**config.mk**
```make
export PLATFORM = sky130hd
export DESIGN_NAME = lsu_top
export DESIGN_NICKNAME = d
export VERILOG_FILES = /design/src/rtl/lsu_pkg.sv /design/src/rtl/lsu_req_align.sv /design/src/rtl/lsu_outstanding_ctrl.sv /design/src/rtl/lsu_rdata_align.sv /design/src/rtl/lsu_top.sv
export SDC_FILE = /design/constraint.sdc
export NUM_CORES = 1
export LEC_CHECK = 0
export BUFFER_PORTS_ARGS = -buffer_cell sky130_fd_sc_hd__buf_2
export CORE_MARGIN = 2
export CORE_UTILIZATION = 54
export DETAILED_ROUTE_END_ITERATION = 6
export PLACE_DENSITY = 0.87
export REMOVE_ABC_BUFFERS = 1
export SYNTH_ARGS = -nofsm -noshare
export SYNTH_HDL_FRONTEND = slang
export SYNTH_SLANG_ARGS = --single-unit
```
**constraint.sdc**
```tcl
create_clock -name clk -period 4.3 [get_ports clk]
set_input_delay 0 -clock clk [delete_from_list [all_inputs] [get_ports clk]]
set_output_delay 0 -clock clk [all_outputs]
set_load 0.05 [all_outputs]
```
**src/rtl/lsu_pkg.sv**
```systemverilog
// LSU widths, outstanding depth, access size enum, request/bus/write-back structs
`default_nettype none

package lsu_pkg;

  ////////////////////////////// Widths
  localparam int ADDR_W = 32;                           // Byte address
  localparam int DATA_W = 32;                           // Bus and register data
  localparam int BE_W   = 4;                            // One enable per byte lane

  ////////////////////////////// Outstanding depth
  localparam int MAX_OUTSTANDING = 2;                   // Granted but unanswered transfers
  localparam int CNT_W = $clog2(MAX_OUTSTANDING + 1);   // Counts 0..MAX_OUTSTANDING
  localparam int PTR_W = $clog2(MAX_OUTSTANDING);       // Write-back queue pointer
  localparam logic [CNT_W-1:0] CNT_FULL = CNT_W'(MAX_OUTSTANDING);

  // Access size, same coding as funct3[1:0] of loads and stores
  typedef enum logic [1:0] {
    SIZE_BYTE = 2'b00,
    SIZE_HALF = 2'b01,
    SIZE_WORD = 2'b10
  } lsu_size_e;

  // EX request, held stable until ready
  typedef struct packed {
    logic [ADDR_W-1:0] operand_a;                       // Base register
    logic [ADDR_W-1:0] operand_b;                       // Immediate offset
    logic [DATA_W-1:0] wdata;                           // Store data, register order
    lsu_size_e         size;
    logic              sext;                            // Sign extend loads
    logic              we;                              // 1 for store
  } lsu_req_t;

  // Data bus request payload
  typedef struct packed {
    logic [ADDR_W-1:0] addr;
    logic              we;
    logic [BE_W-1:0]   be;
    logic [DATA_W-1:0] wdata;                           // Already rotated onto byte lanes
  } obi_req_t;

  // Write-back control, one per address phase
  typedef struct packed {
    lsu_size_e  size;
    logic       sext;
    logic       we;
    logic [1:0] offset;                                 // Low address bits of the access
    logic       last;                                   // Low only on first half of a split
  } wb_ctrl_t;

endpackage

`default_nettype wire

```
**src/rtl/lsu_req_align.sv**
```systemverilog
// Address generation, split detection, split phase register, byte enables, store rotation
`timescale 1ns/1ps
`default_nettype none

module lsu_req_align (
  input  wire logic              clk,
  input  wire logic              rst_n,
  input  wire logic              valid_i,     // EX access present
  input  wire lsu_pkg::lsu_req_t req_i,
  input  wire logic              advance_i,   // Current phase granted
  output lsu_pkg::obi_req_t      bus_o,
  output logic                   split_o,     // First phase of a two-phase access
  output lsu_pkg::wb_ctrl_t      wb_ctrl_o
);

  logic [lsu_pkg::ADDR_W-1:0] addr;           // Raw effective address
  logic [1:0]                 offset;
  logic                       needs_split;
  logic                       split_q;        // Second phase in progress
  logic [lsu_pkg::BE_W-1:0]   be;
  logic [2*lsu_pkg::DATA_W-1:0] wdata_dbl;

  assign addr   = req_i.operand_a + req_i.operand_b;
  assign offset = addr[1:0];

  // Word off alignment, or halfword crossing into the next word
  assign needs_split = ((req_i.size == lsu_pkg::SIZE_WORD) && (offset != 2'b00)) ||
                       ((req_i.size == lsu_pkg::SIZE_HALF) && (offset == 2'b11));

  assign split_o = valid_i && !split_q && needs_split;

  // Split phase register
  always_ff @(posedge clk or negedge rst_n) begin
    if (!rst_n) begin
      split_q <= 1'b0;
    end else if (!valid_i) begin
      split_q <= 1'b0;                        // Nothing in EX, next access starts clean
    end else if (advance_i) begin
      split_q <= split_o;                     // Set after first half, cleared after second
    end
  end

  ////////////////////////////// Byte enables
  always_comb begin
    be = 4'b0000;
    case (req_i.size)
      lsu_pkg::SIZE_BYTE: be = 4'b0001 << offset;
      lsu_pkg::SIZE_HALF: begin
        if (split_q) be = 4'b0001;            // Upper byte lands in lane 0
        else         be = (offset == 2'b11) ? 4'b1000 : (4'b0011 << offset);
      end
      lsu_pkg::SIZE_WORD: begin
        if (split_q) be = 4'b1111 >> (3'd4 - {1'b0, offset});  // Low k lanes
        else         be = 4'b1111 << offset;
      end
      default: be = 4'b0000;
    endcase
  end

  // Rotate left by offset bytes, both halves of a split share it
  assign wdata_dbl = {req_i.wdata, req_i.wdata} << {offset, 3'b000};

  ////////////////////////////// Bus payload
  always_comb begin
    bus_o.addr  = split_q ? ({addr[lsu_pkg::ADDR_W-1:2], 2'b00} + lsu_pkg::ADDR_W'(4)) : addr;
    bus_o.we    = req_i.we;
    bus_o.be    = be;
    bus_o.wdata = wdata_dbl[2*lsu_pkg::DATA_W-1:lsu_pkg::DATA_W];
  end

  // Control travelling with this phase to the response side
  always_comb begin
    wb_ctrl_o.size   = req_i.size;
    wb_ctrl_o.sext   = req_i.sext;
    wb_ctrl_o.we     = req_i.we;
    wb_ctrl_o.offset = offset;                // Original offset, also for second half
    wb_ctrl_o.last   = !split_o;
  end

endmodule

`default_nettype wire

```
**src/rtl/lsu_outstanding_ctrl.sv**
```systemverilog
// Outstanding transfer counter, bus request gating, phase advance, EX ready, busy
`timescale 1ns/1ps
`default_nettype none

module lsu_outstanding_ctrl (
  input  wire logic clk,
  input  wire logic rst_n,
  input  wire logic valid_i,        // EX access present
  input  wire logic split_i,        // Current phase is first half of a split
  input  wire logic bus_gnt_i,
  input  wire logic bus_rvalid_i,
  output logic      bus_req_o,
  output logic      ready_o,        // Access done with all address phases
  output logic      advance_o,      // Current phase accepted by the bus
  output logic      busy_o
);

  logic [lsu_pkg::CNT_W-1:0] cnt_q;       // Granted, not yet answered
  logic [lsu_pkg::CNT_W-1:0] cnt_next;
  logic                      cnt_full;
  logic                      count_up;
  logic                      count_down;

  ////////////////////////////// Request gating

  // No room for another transfer until a response frees a slot
  assign cnt_full = (cnt_q == lsu_pkg::CNT_FULL);

  // Request follows valid directly, no registered stage
  assign bus_req_o = valid_i && !cnt_full;

  // Phase is done once the bus takes it
  assign advance_o = bus_req_o && bus_gnt_i;

  // EX may move on only after the last phase
  assign ready_o = advance_o && !split_i;

  ////////////////////////////// Counter

  assign count_up   = advance_o;          // Transfer accepted
  assign count_down = bus_rvalid_i;       // Response seen, always for an accepted transfer

  always_comb begin
    case ({count_up, count_down})
      2'b10:   cnt_next = cnt_q + 1'b1;
      2'b01:   cnt_next = cnt_q - 1'b1;
      default: cnt_next = cnt_q;          // Idle, or grant and response together
    endcase
  end

  always_ff @(posedge clk or negedge rst_n) begin
    if (!rst_n) begin
      cnt_q <= '0;
    end else begin
      cnt_q <= cnt_next;
    end
  end

  ////////////////////////////// Status

  // Busy while anything waits for a grant or a response
  assign busy_o = valid_i || (cnt_q != '0);

endmodule

`default_nettype wire

```
**src/rtl/lsu_rdata_align.sv**
```systemverilog
// Write-back control queue, split low-half capture, read realignment, extension, wb valid
`timescale 1ns/1ps
`default_nettype none

module lsu_rdata_align (
  input  wire logic                       clk,
  input  wire logic                       rst_n,
  input  wire logic                       advance_i,     // Phase granted, control enters queue
  input  wire lsu_pkg::wb_ctrl_t          wb_ctrl_i,
  input  wire logic                       bus_rvalid_i,
  input  wire logic [lsu_pkg::DATA_W-1:0] bus_rdata_i,
  output logic      [lsu_pkg::DATA_W-1:0] rdata_o,       // Extended load data
  output logic                            wb_valid_o
);

  // One control entry per phase in flight, responses come back in order
  lsu_pkg::wb_ctrl_t          wb_mem [lsu_pkg::MAX_OUTSTANDING];
  logic [lsu_pkg::PTR_W-1:0]  wr_ptr_q;
  logic [lsu_pkg::PTR_W-1:0]  rd_ptr_q;
  lsu_pkg::wb_ctrl_t          wb_head;           // Control of the answered phase
  logic [lsu_pkg::DATA_W-1:0] rdata_q;           // First half of a split load
  logic                       rdata_is_split;
  logic [2*lsu_pkg::DATA_W-1:0] rdata_full;
  logic [2*lsu_pkg::DATA_W-1:0] rdata_shift;
  logic [lsu_pkg::DATA_W-1:0] rdata_aligned;

  always_ff @(posedge clk) begin
    if (advance_i) wb_mem[wr_ptr_q] <= wb_ctrl_i;
  end

  always_ff @(posedge clk or negedge rst_n) begin
    if (!rst_n) begin
      wr_ptr_q <= '0;
      rd_ptr_q <= '0;
    end else begin
      if (advance_i)    wr_ptr_q <= wr_ptr_q + 1'b1;
      if (bus_rvalid_i) rd_ptr_q <= rd_ptr_q + 1'b1;   // Entry retires with its response
    end
  end

  assign wb_head = wb_mem[rd_ptr_q];

  // Keep the low word until the second half arrives
  always_ff @(posedge clk) begin
    if (bus_rvalid_i && !wb_head.we && !wb_head.last) rdata_q <= bus_rdata_i;
  end

  ////////////////////////////// Realignment
  assign rdata_is_split = ((wb_head.size == lsu_pkg::SIZE_WORD) && (wb_head.offset != 2'b00)) ||
                          ((wb_head.size == lsu_pkg::SIZE_HALF) && (wb_head.offset == 2'b11));

  assign rdata_full    = rdata_is_split ? {bus_rdata_i, rdata_q} : {bus_rdata_i, bus_rdata_i};
  assign rdata_shift   = rdata_full >> {wb_head.offset, 3'b000};
  assign rdata_aligned = rdata_shift[lsu_pkg::DATA_W-1:0];

  // Sign or zero extension by size
  always_comb begin
    case (wb_head.size)
      lsu_pkg::SIZE_BYTE: rdata_o = {{24{wb_head.sext && rdata_aligned[7]}}, rdata_aligned[7:0]};
      lsu_pkg::SIZE_HALF: rdata_o = {{16{wb_head.sext && rdata_aligned[15]}}, rdata_aligned[15:0]};
      default:            rdata_o = rdata_aligned;
    endcase
  end

  assign wb_valid_o = bus_rvalid_i && wb_head.last;   // Only the closing phase reports

endmodule

`default_nettype wire

```
**src/rtl/lsu_top.sv**
```systemverilog
// Load/store unit top level with request aligner, outstanding control and read aligner
`timescale 1ns/1ps
`default_nettype none

module lsu_top (
  input  wire logic                       clk,
  input  wire logic                       rst_n,

  // EX side
  input  wire logic                       valid_i,
  input  wire lsu_pkg::lsu_req_t          req_i,
  output logic                            ready_o,

  // Data bus
  output logic                            bus_req_o,
  output lsu_pkg::obi_req_t               bus_o,
  input  wire logic                       bus_gnt_i,
  input  wire logic                       bus_rvalid_i,
  input  wire logic [lsu_pkg::DATA_W-1:0] bus_rdata_i,

  // Write-back side, always ready
  output logic      [lsu_pkg::DATA_W-1:0] rdata_o,
  output logic                            wb_valid_o,
  output logic                            busy_o
);

  logic              split;           // First half of a split in EX
  logic              advance;         // Address phase accepted
  lsu_pkg::wb_ctrl_t wb_ctrl;

  ////////////////////////////// Request side
  lsu_req_align lsu_req_align_inst (
    .clk       (clk),
    .rst_n     (rst_n),
    .valid_i   (valid_i),
    .req_i     (req_i),
    .advance_i (advance),
    .bus_o     (bus_o),
    .split_o   (split),
    .wb_ctrl_o (wb_ctrl)
  );

  lsu_outstanding_ctrl lsu_outstanding_ctrl_inst (
    .clk          (clk),
    .rst_n        (rst_n),
    .valid_i      (valid_i),
    .split_i      (split),
    .bus_gnt_i    (bus_gnt_i),
    .bus_rvalid_i (bus_rvalid_i),
    .bus_req_o    (bus_req_o),
    .ready_o      (ready_o),
    .advance_o    (advance),
    .busy_o       (busy_o)
  );

  ////////////////////////////// Response side
  lsu_rdata_align lsu_rdata_align_inst (
    .clk          (clk),
    .rst_n        (rst_n),
    .advance_i    (advance),
    .wb_ctrl_i    (wb_ctrl),
    .bus_rvalid_i (bus_rvalid_i),
    .bus_rdata_i  (bus_rdata_i),
    .rdata_o      (rdata_o),
    .wb_valid_o   (wb_valid_o)
  );

endmodule

`default_nettype wire

```
==> metrics.md, run 1 <==
| Metric | Value |
|---|---|
| Outcome | `completed` |
| DR vias | `roughly 6300` |
| Setup TNS Final | `0 ps` |
| DP Wirelength | `13200 um` |
| Total CTS buffers | `5` |
| Htree depth | `2` |
| Gpl congestion | `between 0.9 and 1` |
| Overall power | `4130 uW` |
| Initial DRT Pass Iterations | `6` |
| Clk root buf | `clkbuf_8` |
| CTS tree | `yes` |
| Grt ovf | `0` |
| Fin crit share | `94.6%` |
| Multi-input logic area | `0.00447 mm^2` |
| Synth top area cells | `edfxtp_1 (19%), mux4_2 (12%), ha_1 (8.3%)` |
| Most frequent cell after synthesis | `nand2_1` |
| Largest net degree at the start of global routing | `42` |
| Count of final max-slew check failures | `0` |
| Placed inst area | `a little over 0.007 mm^2` |
| Die width | `109 um` |
| I/O Pins | `242` |
| Unique masters post-synth | `64` |
| Share of the synthesized area in the top cell type | `19.3%` |
| Placement Setup Slack | `between 600 and 700 ps` |
| Nets | `1082` |
| Inserted Diodes | `0` |
| Initial antenna violation count | `0` |
| Fillers | `822` |
| Reg area | `0.00127 mm^2` |
| Req. time, crit path | `4300 ps` |
| Post-Route WL | `17000 um` |
| Skew final | `16.6 ps` |
| DRT antenna net count | `0` |
| Finish-stage setup viols | `0` |
| F_max | `approximately 0.25 GHz` |
| Core Area | `0.0107 mm^2` |
| Area Overhead vs Synth | `28.9%` |
| Vias in the first global route | `5735` |
| Arr. time, crit path | `a little over 4000 ps` |
| Hold Slack | `13.9 ps` |
| Die Area | `approximately 0.012 mm^2` |
| First-pass GRT wire length | `27500 um` |
| Cells along the critical path | `mux2i_1, mux2_2, o22ai_4, mux2i_1, o21ai_0, mux2i_1, mux2i_1, nand3_1, o21ai_0, buf_2` |
| Max Root-Sink Buffers | `2` |
| DR iter-0 viols | `~760` |
| Top FF cell, synth | `edfxtp_1` |
| Peak VDD IR | `803 uV` |
| Setup slack after layout | `roughly 230 ps` |
| Clk sinks | `43` |
| Worst-Skew Late Latency | `300 ps` |
| Hold Vio Cnt, Final | `0` |
| Avg Cell Area, Syn | `8.94 um^2` |
| CP startpoint kind | `register` |
| Final routed DRC violation total | `0` |
| Critical Path End Type | `output pin` |
| FF+latch count, synth | `43` |
| Max-slew headroom | `between 40% and 50%` |
| Yosys warns | `0` |
| Fin crit period | `4070 ps` |
| CP most frequent cell | `mux2i_1` |
| Least-Margin Pin Slew | `772 ps` |
| Cells after synthesis | `661` |
| Commonest cells post-synth | `nand2_1 (87), o21ai_0 (71), mux2i_1 (48), ha_1 (39), xnor2_1 (39)` |
| Worst Path Max Fanout | `16` |
| Finished Cell Area | `~0.0076 mm^2` |
| Gr usage total | `around 29%` |
| Row cnt | `38` |
| Max cap viols | `0` |
| Share of cells above drive strength 1 | `35.0%` |
| I/O Buffers | `241` |
| EDFF count, synth | `38` |
| Worst Path Class, Setup | `register to output pin` |
| Clock-pin slew on the worst setup and hold paths | `80 ps` |
| DR WL/cell | `16.2 um` |
| DIE HEIGHT | `109 um` |
| Mapped Area | `around 0.006 mm^2` |
| Slowest stage delay, CP | `between 600 and 700 ps` |
| Initial core utilization | `between 50% and 60%` |
| Dominant cell type by area after synthesis | `edfxtp_1` |
| Critical-path top delay cell | `dfrtp_1` |
| Power Density | `541 mW/mm^2` |
| HP Class | `input port to register` |
| Routed vias/inst | `5.98` |
| Leakage | `0.00343 uW` |
| Post-synthesis sequential area ratio | `21.4%` |
| Post-synth ARST share | `11.6%` |
stage by stage:
stage	std cells	utilization, %
final	1046	70.9
after global routing	1046	70.9
after floorplan	619	-
after CTS	1046	70.8
after global placement	1008	67.0
after detailed placement	1008	67.0
worst max-delay path, delay by kind of cell (launching register included):
| family | cells | cell delay (ps) |
|---|---|---|
| flops | 1 | 680 |
| compound gates | 3 | 880 |
| simple gates | 1 | 410 |
| mux | 5 | 1460 |
| buf+inv | 1 | 330 |
per-layer routing:
layer | part of all wire, % | global-route usage [%] | vias to the layer above
li1 | - | - | 2985
met1 | 40 | 36.9 | 2915
met2 | 50 | 50.4 | 321
met3 | 7.6 | 4.72 | 35
met4 | 1.8 | 7.69 | 0
met5 | 0 | 0 | -
cell usage in the layout, fill, tap and decap left out, types with 8 or more instances in the layout:
master         netlist  layout
buf_2                3     241
nand2_1             87      87
o21ai_0             71      71
mux2i_1             48      47
xnor2_1             39      39
ha_1                39      38
edfxtp_1            38      38
mux4_2              32      32
a21oi_1             32      32
dlygate4sd3_1        0      30
nand3_1             28      28
xor2_1              24      24
nor2_1              22      22
a21o_1              15      15
and2_1              13      13
nand4_1             12      12
mux2_2              11      11
and3_1              10      10
o21ai_1              9       9
inv_1                8       8
buf_4                4       8
where the power goes:
group / switching, uW / internal [uW] / leakage (uW)
sequential: 53.7 / 521 / 0.000406
clock: 143 / 175 / 0.0000548
combinational: 2300 / 937 / 0.00297
total: 2490 / 1630 / 0.00343
state kept, by name, indices dropped and copies added, names as in the netlist:
| signal | count |
|---|---|
| lsu_outstanding_ctrl_inst.cnt_q | 2 |
| lsu_rdata_align_inst.wr_ptr_q | 1 |
| lsu_rdata_align_inst.rd_ptr_q | 1 |
| lsu_rdata_align_inst.wb_mem | 14 |
| lsu_req_align_inst.split_q | 1 |
| lsu_rdata_align_inst.rdata_q | 24 |
cell type report:
cell class                      instances  area share [%]
Clock buffer                            5           0.903
Clock inverter                          3           0.608
Inverter                                8           0.394
Multi-Input combinational cell        568            58.6
Sequential cell                        43            16.6
Tap cell                              140            2.30
Timing Repair Buffer                  279            20.6
what timing repair did:
item	CTS	global route
hold buffers	30	0
setup endpoints to repair	0	5
gates resized for setup	0	1
buffers inserted	0	0
endpoints found under the hold margin	35	0
worst paths after layout:
| check | from | endpoint | slack [ps] | cells after the start |
|---|---|---|---|---|
| worst max-delay path | lsu_rdata_align_inst.rd_ptr_q | rdata_o[23] | 230 | 10 |
| worst min-delay path | valid_i | lsu_rdata_align_inst.wb_mem[0][0] | 10 | 2 |
| worst max register to register | lsu_outstanding_ctrl_inst.cnt_q[0] | lsu_req_align_inst.split_q | 2370 | 6 |
| worst min register to register | lsu_outstanding_ctrl_inst.cnt_q[1] | lsu_outstanding_ctrl_inst.cnt_q[1] | 500 | 1 |
| max in group asynchronous | rst_n | lsu_outstanding_ctrl_inst.cnt_q[1] | 4090 | 2 |
| min in group asynchronous | rst_n | lsu_req_align_inst.split_q | 80 | 2 |
logic make-up after synthesis:
group                    Yosys count  synth area share, %
flip-flops                        43                 21.4
buffers and inverters             50                 3.49
AO/OA/AOI/OAI                    169                 17.4
AND/OR/NAND/NOR                  203                 16.7
XOR/XNOR                          65                 9.89
multiplexers                      91                 22.4
adder cells (fa/ha/maj)           40                 8.59
No activity file was read; power rests on OpenSTA's default activity.
==> inputs of run 2 (changes only) <==
- CORE_UTILIZATION: 54 -> 50
- PLACE_DENSITY: 0.87 -> 0.82
- clock period: 4.3 -> 4.2 ns (I/O delays scaled with it)
==> metrics.md, run 2 (same netlist as run 1, synthesis figures left out) <==
| Metric | Value |
|---|---|
| Row cnt | `39` |
| Worst Path Max Fanout | `17` |
| Post-Route WL | `16800 um` |
| Clk sinks | `43` |
| Initial antenna violation count | `0` |
| DP Wirelength | `13100 um` |
| Outcome | `completed` |
| Sw Share | `58.6%` |
| Req. time, crit path | `4200 ps` |
| Post_cts resized | `0` |
| Initial DRT Pass Iterations | `5` |
| Arr. time, crit path | `3720 ps` |
| Die width | `between 100 and 150 um` |
| Initial core utilization | `51.5%` |
| Max cap viols | `0` |
| Routed vias/inst | `5.83` |
| DRT antenna net count | `0` |
| First-pass GRT wire length | `27300 um` |
| RSZ-0062 raised after global routing | `no` |
| Inserted Diodes | `0` |
| Skew final | `9.15 ps` |
| Vias in the first global route | `around 5800` |
| Die Area | `0.0127 mm^2` |
| Setup slack after layout | `between 400 and 500 ps` |
| I/O Buffers | `241` |
| Top Registers | `lsu_rdata_align_inst.rdata_q x24, lsu_rdata_align_inst.wb_mem x14, lsu_outstanding_ctrl_inst.cnt_q x2` |
| Hold Vio Cnt, Final | `0` |
| Clock share of power | `roughly a tenth` |
| Placed inst area | `0.00721 mm^2` |
| Clk root buf | `clkbuf_16` |
| Share of cells above drive strength 1 | `about a third` |
| Fin crit share | `88.6%` |
| Max-slew headroom | `between 40% and 50%` |
| Clock-pin slew on the worst setup and hold paths | `60 ps` |
| F_max | `0.269 GHz` |
| CP Launch Point | `lsu_rdata_align_inst.rd_ptr_q` |
| Nets | `1084` |
| Setup TNS Final | `0 ps` |
| Hold-fix buffers, CTS | `30` |
| Finished Cell Area | `around 0.0077 mm^2` |
| Switching Power | `2550 uW` |
| R2r endpoint | `lsu_rdata_align_inst.wb_mem[0][2]` |
| Worst R2R Start | `lsu_outstanding_ctrl_inst.cnt_q[0]` |
| Worst-Skew Late Latency | `between 200 and 300 ps` |
| HP Class | `input port to register` |
| Peak VDD IR | `771 uV` |
| Leakage | `approximately 0.0035 uW` |
| DIE HEIGHT | `113 um` |
| Final routed DRC violation total | `0` |
| Reg2reg path depth | `4` |
| Placement Setup Slack | `between 700 and 800 ps` |
| Least-Margin Pin Slew | `776 ps` |
| Max Root-Sink Buffers | `2` |
| DR iter-0 viols | `572` |
| P_int | `1800 uW` |
| CTS tree | `yes` |
| Gpl congestion | `0.902` |
| Fin crit period | `3720 ps` |
| Power Density | `565 mW/mm^2` |
| Worst Path Class, Setup | `register to output pin` |
| Leading cell types in the layout, fill and taps excluded | `buf_2 (241), nand2_1 (87), o21ai_0 (71)` |
| CP startpoint kind | `register` |
| Most flops, register | `lsu_rdata_align_inst.rdata_q` |
| Largest net degree at the start of global routing | `42` |
| Count of final max-slew check failures | `0` |
| Htree depth | `2` |
| Seq pwr share | `approximately an eighth` |
| Finish-stage setup viols | `0` |
| Gr usage total | `25.6%` |
| Grt ovf | `0` |
| Core Area | `0.0115 mm^2` |
| Combinational Power Share | `about 76%` |
| CP Capture Point | `rdata_o[21]` |
| Max reg flops | `24` |
| I/O Pins | `242` |
| DR vias | `6130` |
| Postcts setup bufs | `0` |
| DR WL/cell | `16.0 um` |
| R2r setup slk | `2320 ps` |
| Hold path start | `req_i[2]` |
| Area Overhead vs Synth | `30.1%` |
| Total CTS buffers | `5` |
| Most common cell after layout, fill and taps aside | `buf_2` |
| Critical Path End Type | `output pin` |
## run 2: cell count changes in the layout (fill, tap and decap cells not counted)
cell | previous run | this run
clkbuf_16 | 0 | 5
clkbuf_8 | 5 | 1
buf_4 | 8 | 10
clkinvlp_4 | 1 | 0
o22ai_2 | 0 | 1
o22ai_4 | 1 | 0
## run 2: area by class of cell
| cell class | instances | area, um^2 |
|---|---|---|
| timing repair buffer | 281 | 1580 |
| fill | 949 | 3770 |
| tap | 143 | 179 |
| clock buffer | 6 | 139 |
| inverter | 8 | 30.0 |
| clock inverter | 2 | 38.8 |
| sequential | 43 | 1270 |
| multi-input combinational | 568 | 4460 |
## run 2: how the worst min path moves through the flow
| stage | to | slack, ps | cells after the start |
|---|---|---|---|
| after floorplan | lsu_outstanding_ctrl_inst.cnt_q[0] | -300 | 0 |
| after global placement | lsu_req_align_inst.split_q | -180 | 1 |
| after detailed placement | lsu_req_align_inst.split_q | -180 | 1 |
| after CTS | lsu_rdata_align_inst.wb_mem[1][5] | 50 | 1 |
| after global routing | lsu_rdata_align_inst.wb_mem[1][5] | 60 | 1 |
| final | lsu_rdata_align_inst.wb_mem[1][5] | 60 | 1 |
## run 2: layer usage
layer,vias up,global-route usage (%),part of all wire (%)
met2,276,44.4,48
met5,-,0,0
li1,2985,-,-
met3,34,3.32,7.2
met4,0,5.85,2.0
met1,2835,34.4,42
## run 2: stage by stage
step	cells	total power [uW]	util [%]	hold slack (ps)
5_1_grt	1051	4570	67.1	57.6
6_report	1051	4340	67.1	64.0
3_5_place_dp	1013	3830	62.9	-177
4_1_cts	1051	4330	67.1	51.7
3_3_place_gp	1013	3800	62.9	-176
2_1_floorplan	619	3110	-	-296
## run 2: power by group through the flow
stage                     logic (uW)  clock network, uW  registers (uW)
after CTS                       3290                472             568
after floorplan                 2530                  0             582
after detailed placement        3260                  0             578
final                           3310                461             569
after global placement          3230                  0             575
after global routing            3510                486             574
## run 2: worst max-delay path: stages (launching register included)
cell and delay (ps):
dfrtp_1 390, buf_4 200, mux2_2 420, nand2_1 80
mux2_2 270, o22ai_2 270, buf_4 240, mux2i_1 250
mux2i_1 130, mux2i_1 230, mux2i_1 100, nand3_1 400
o21ai_0 200, buf_2 260
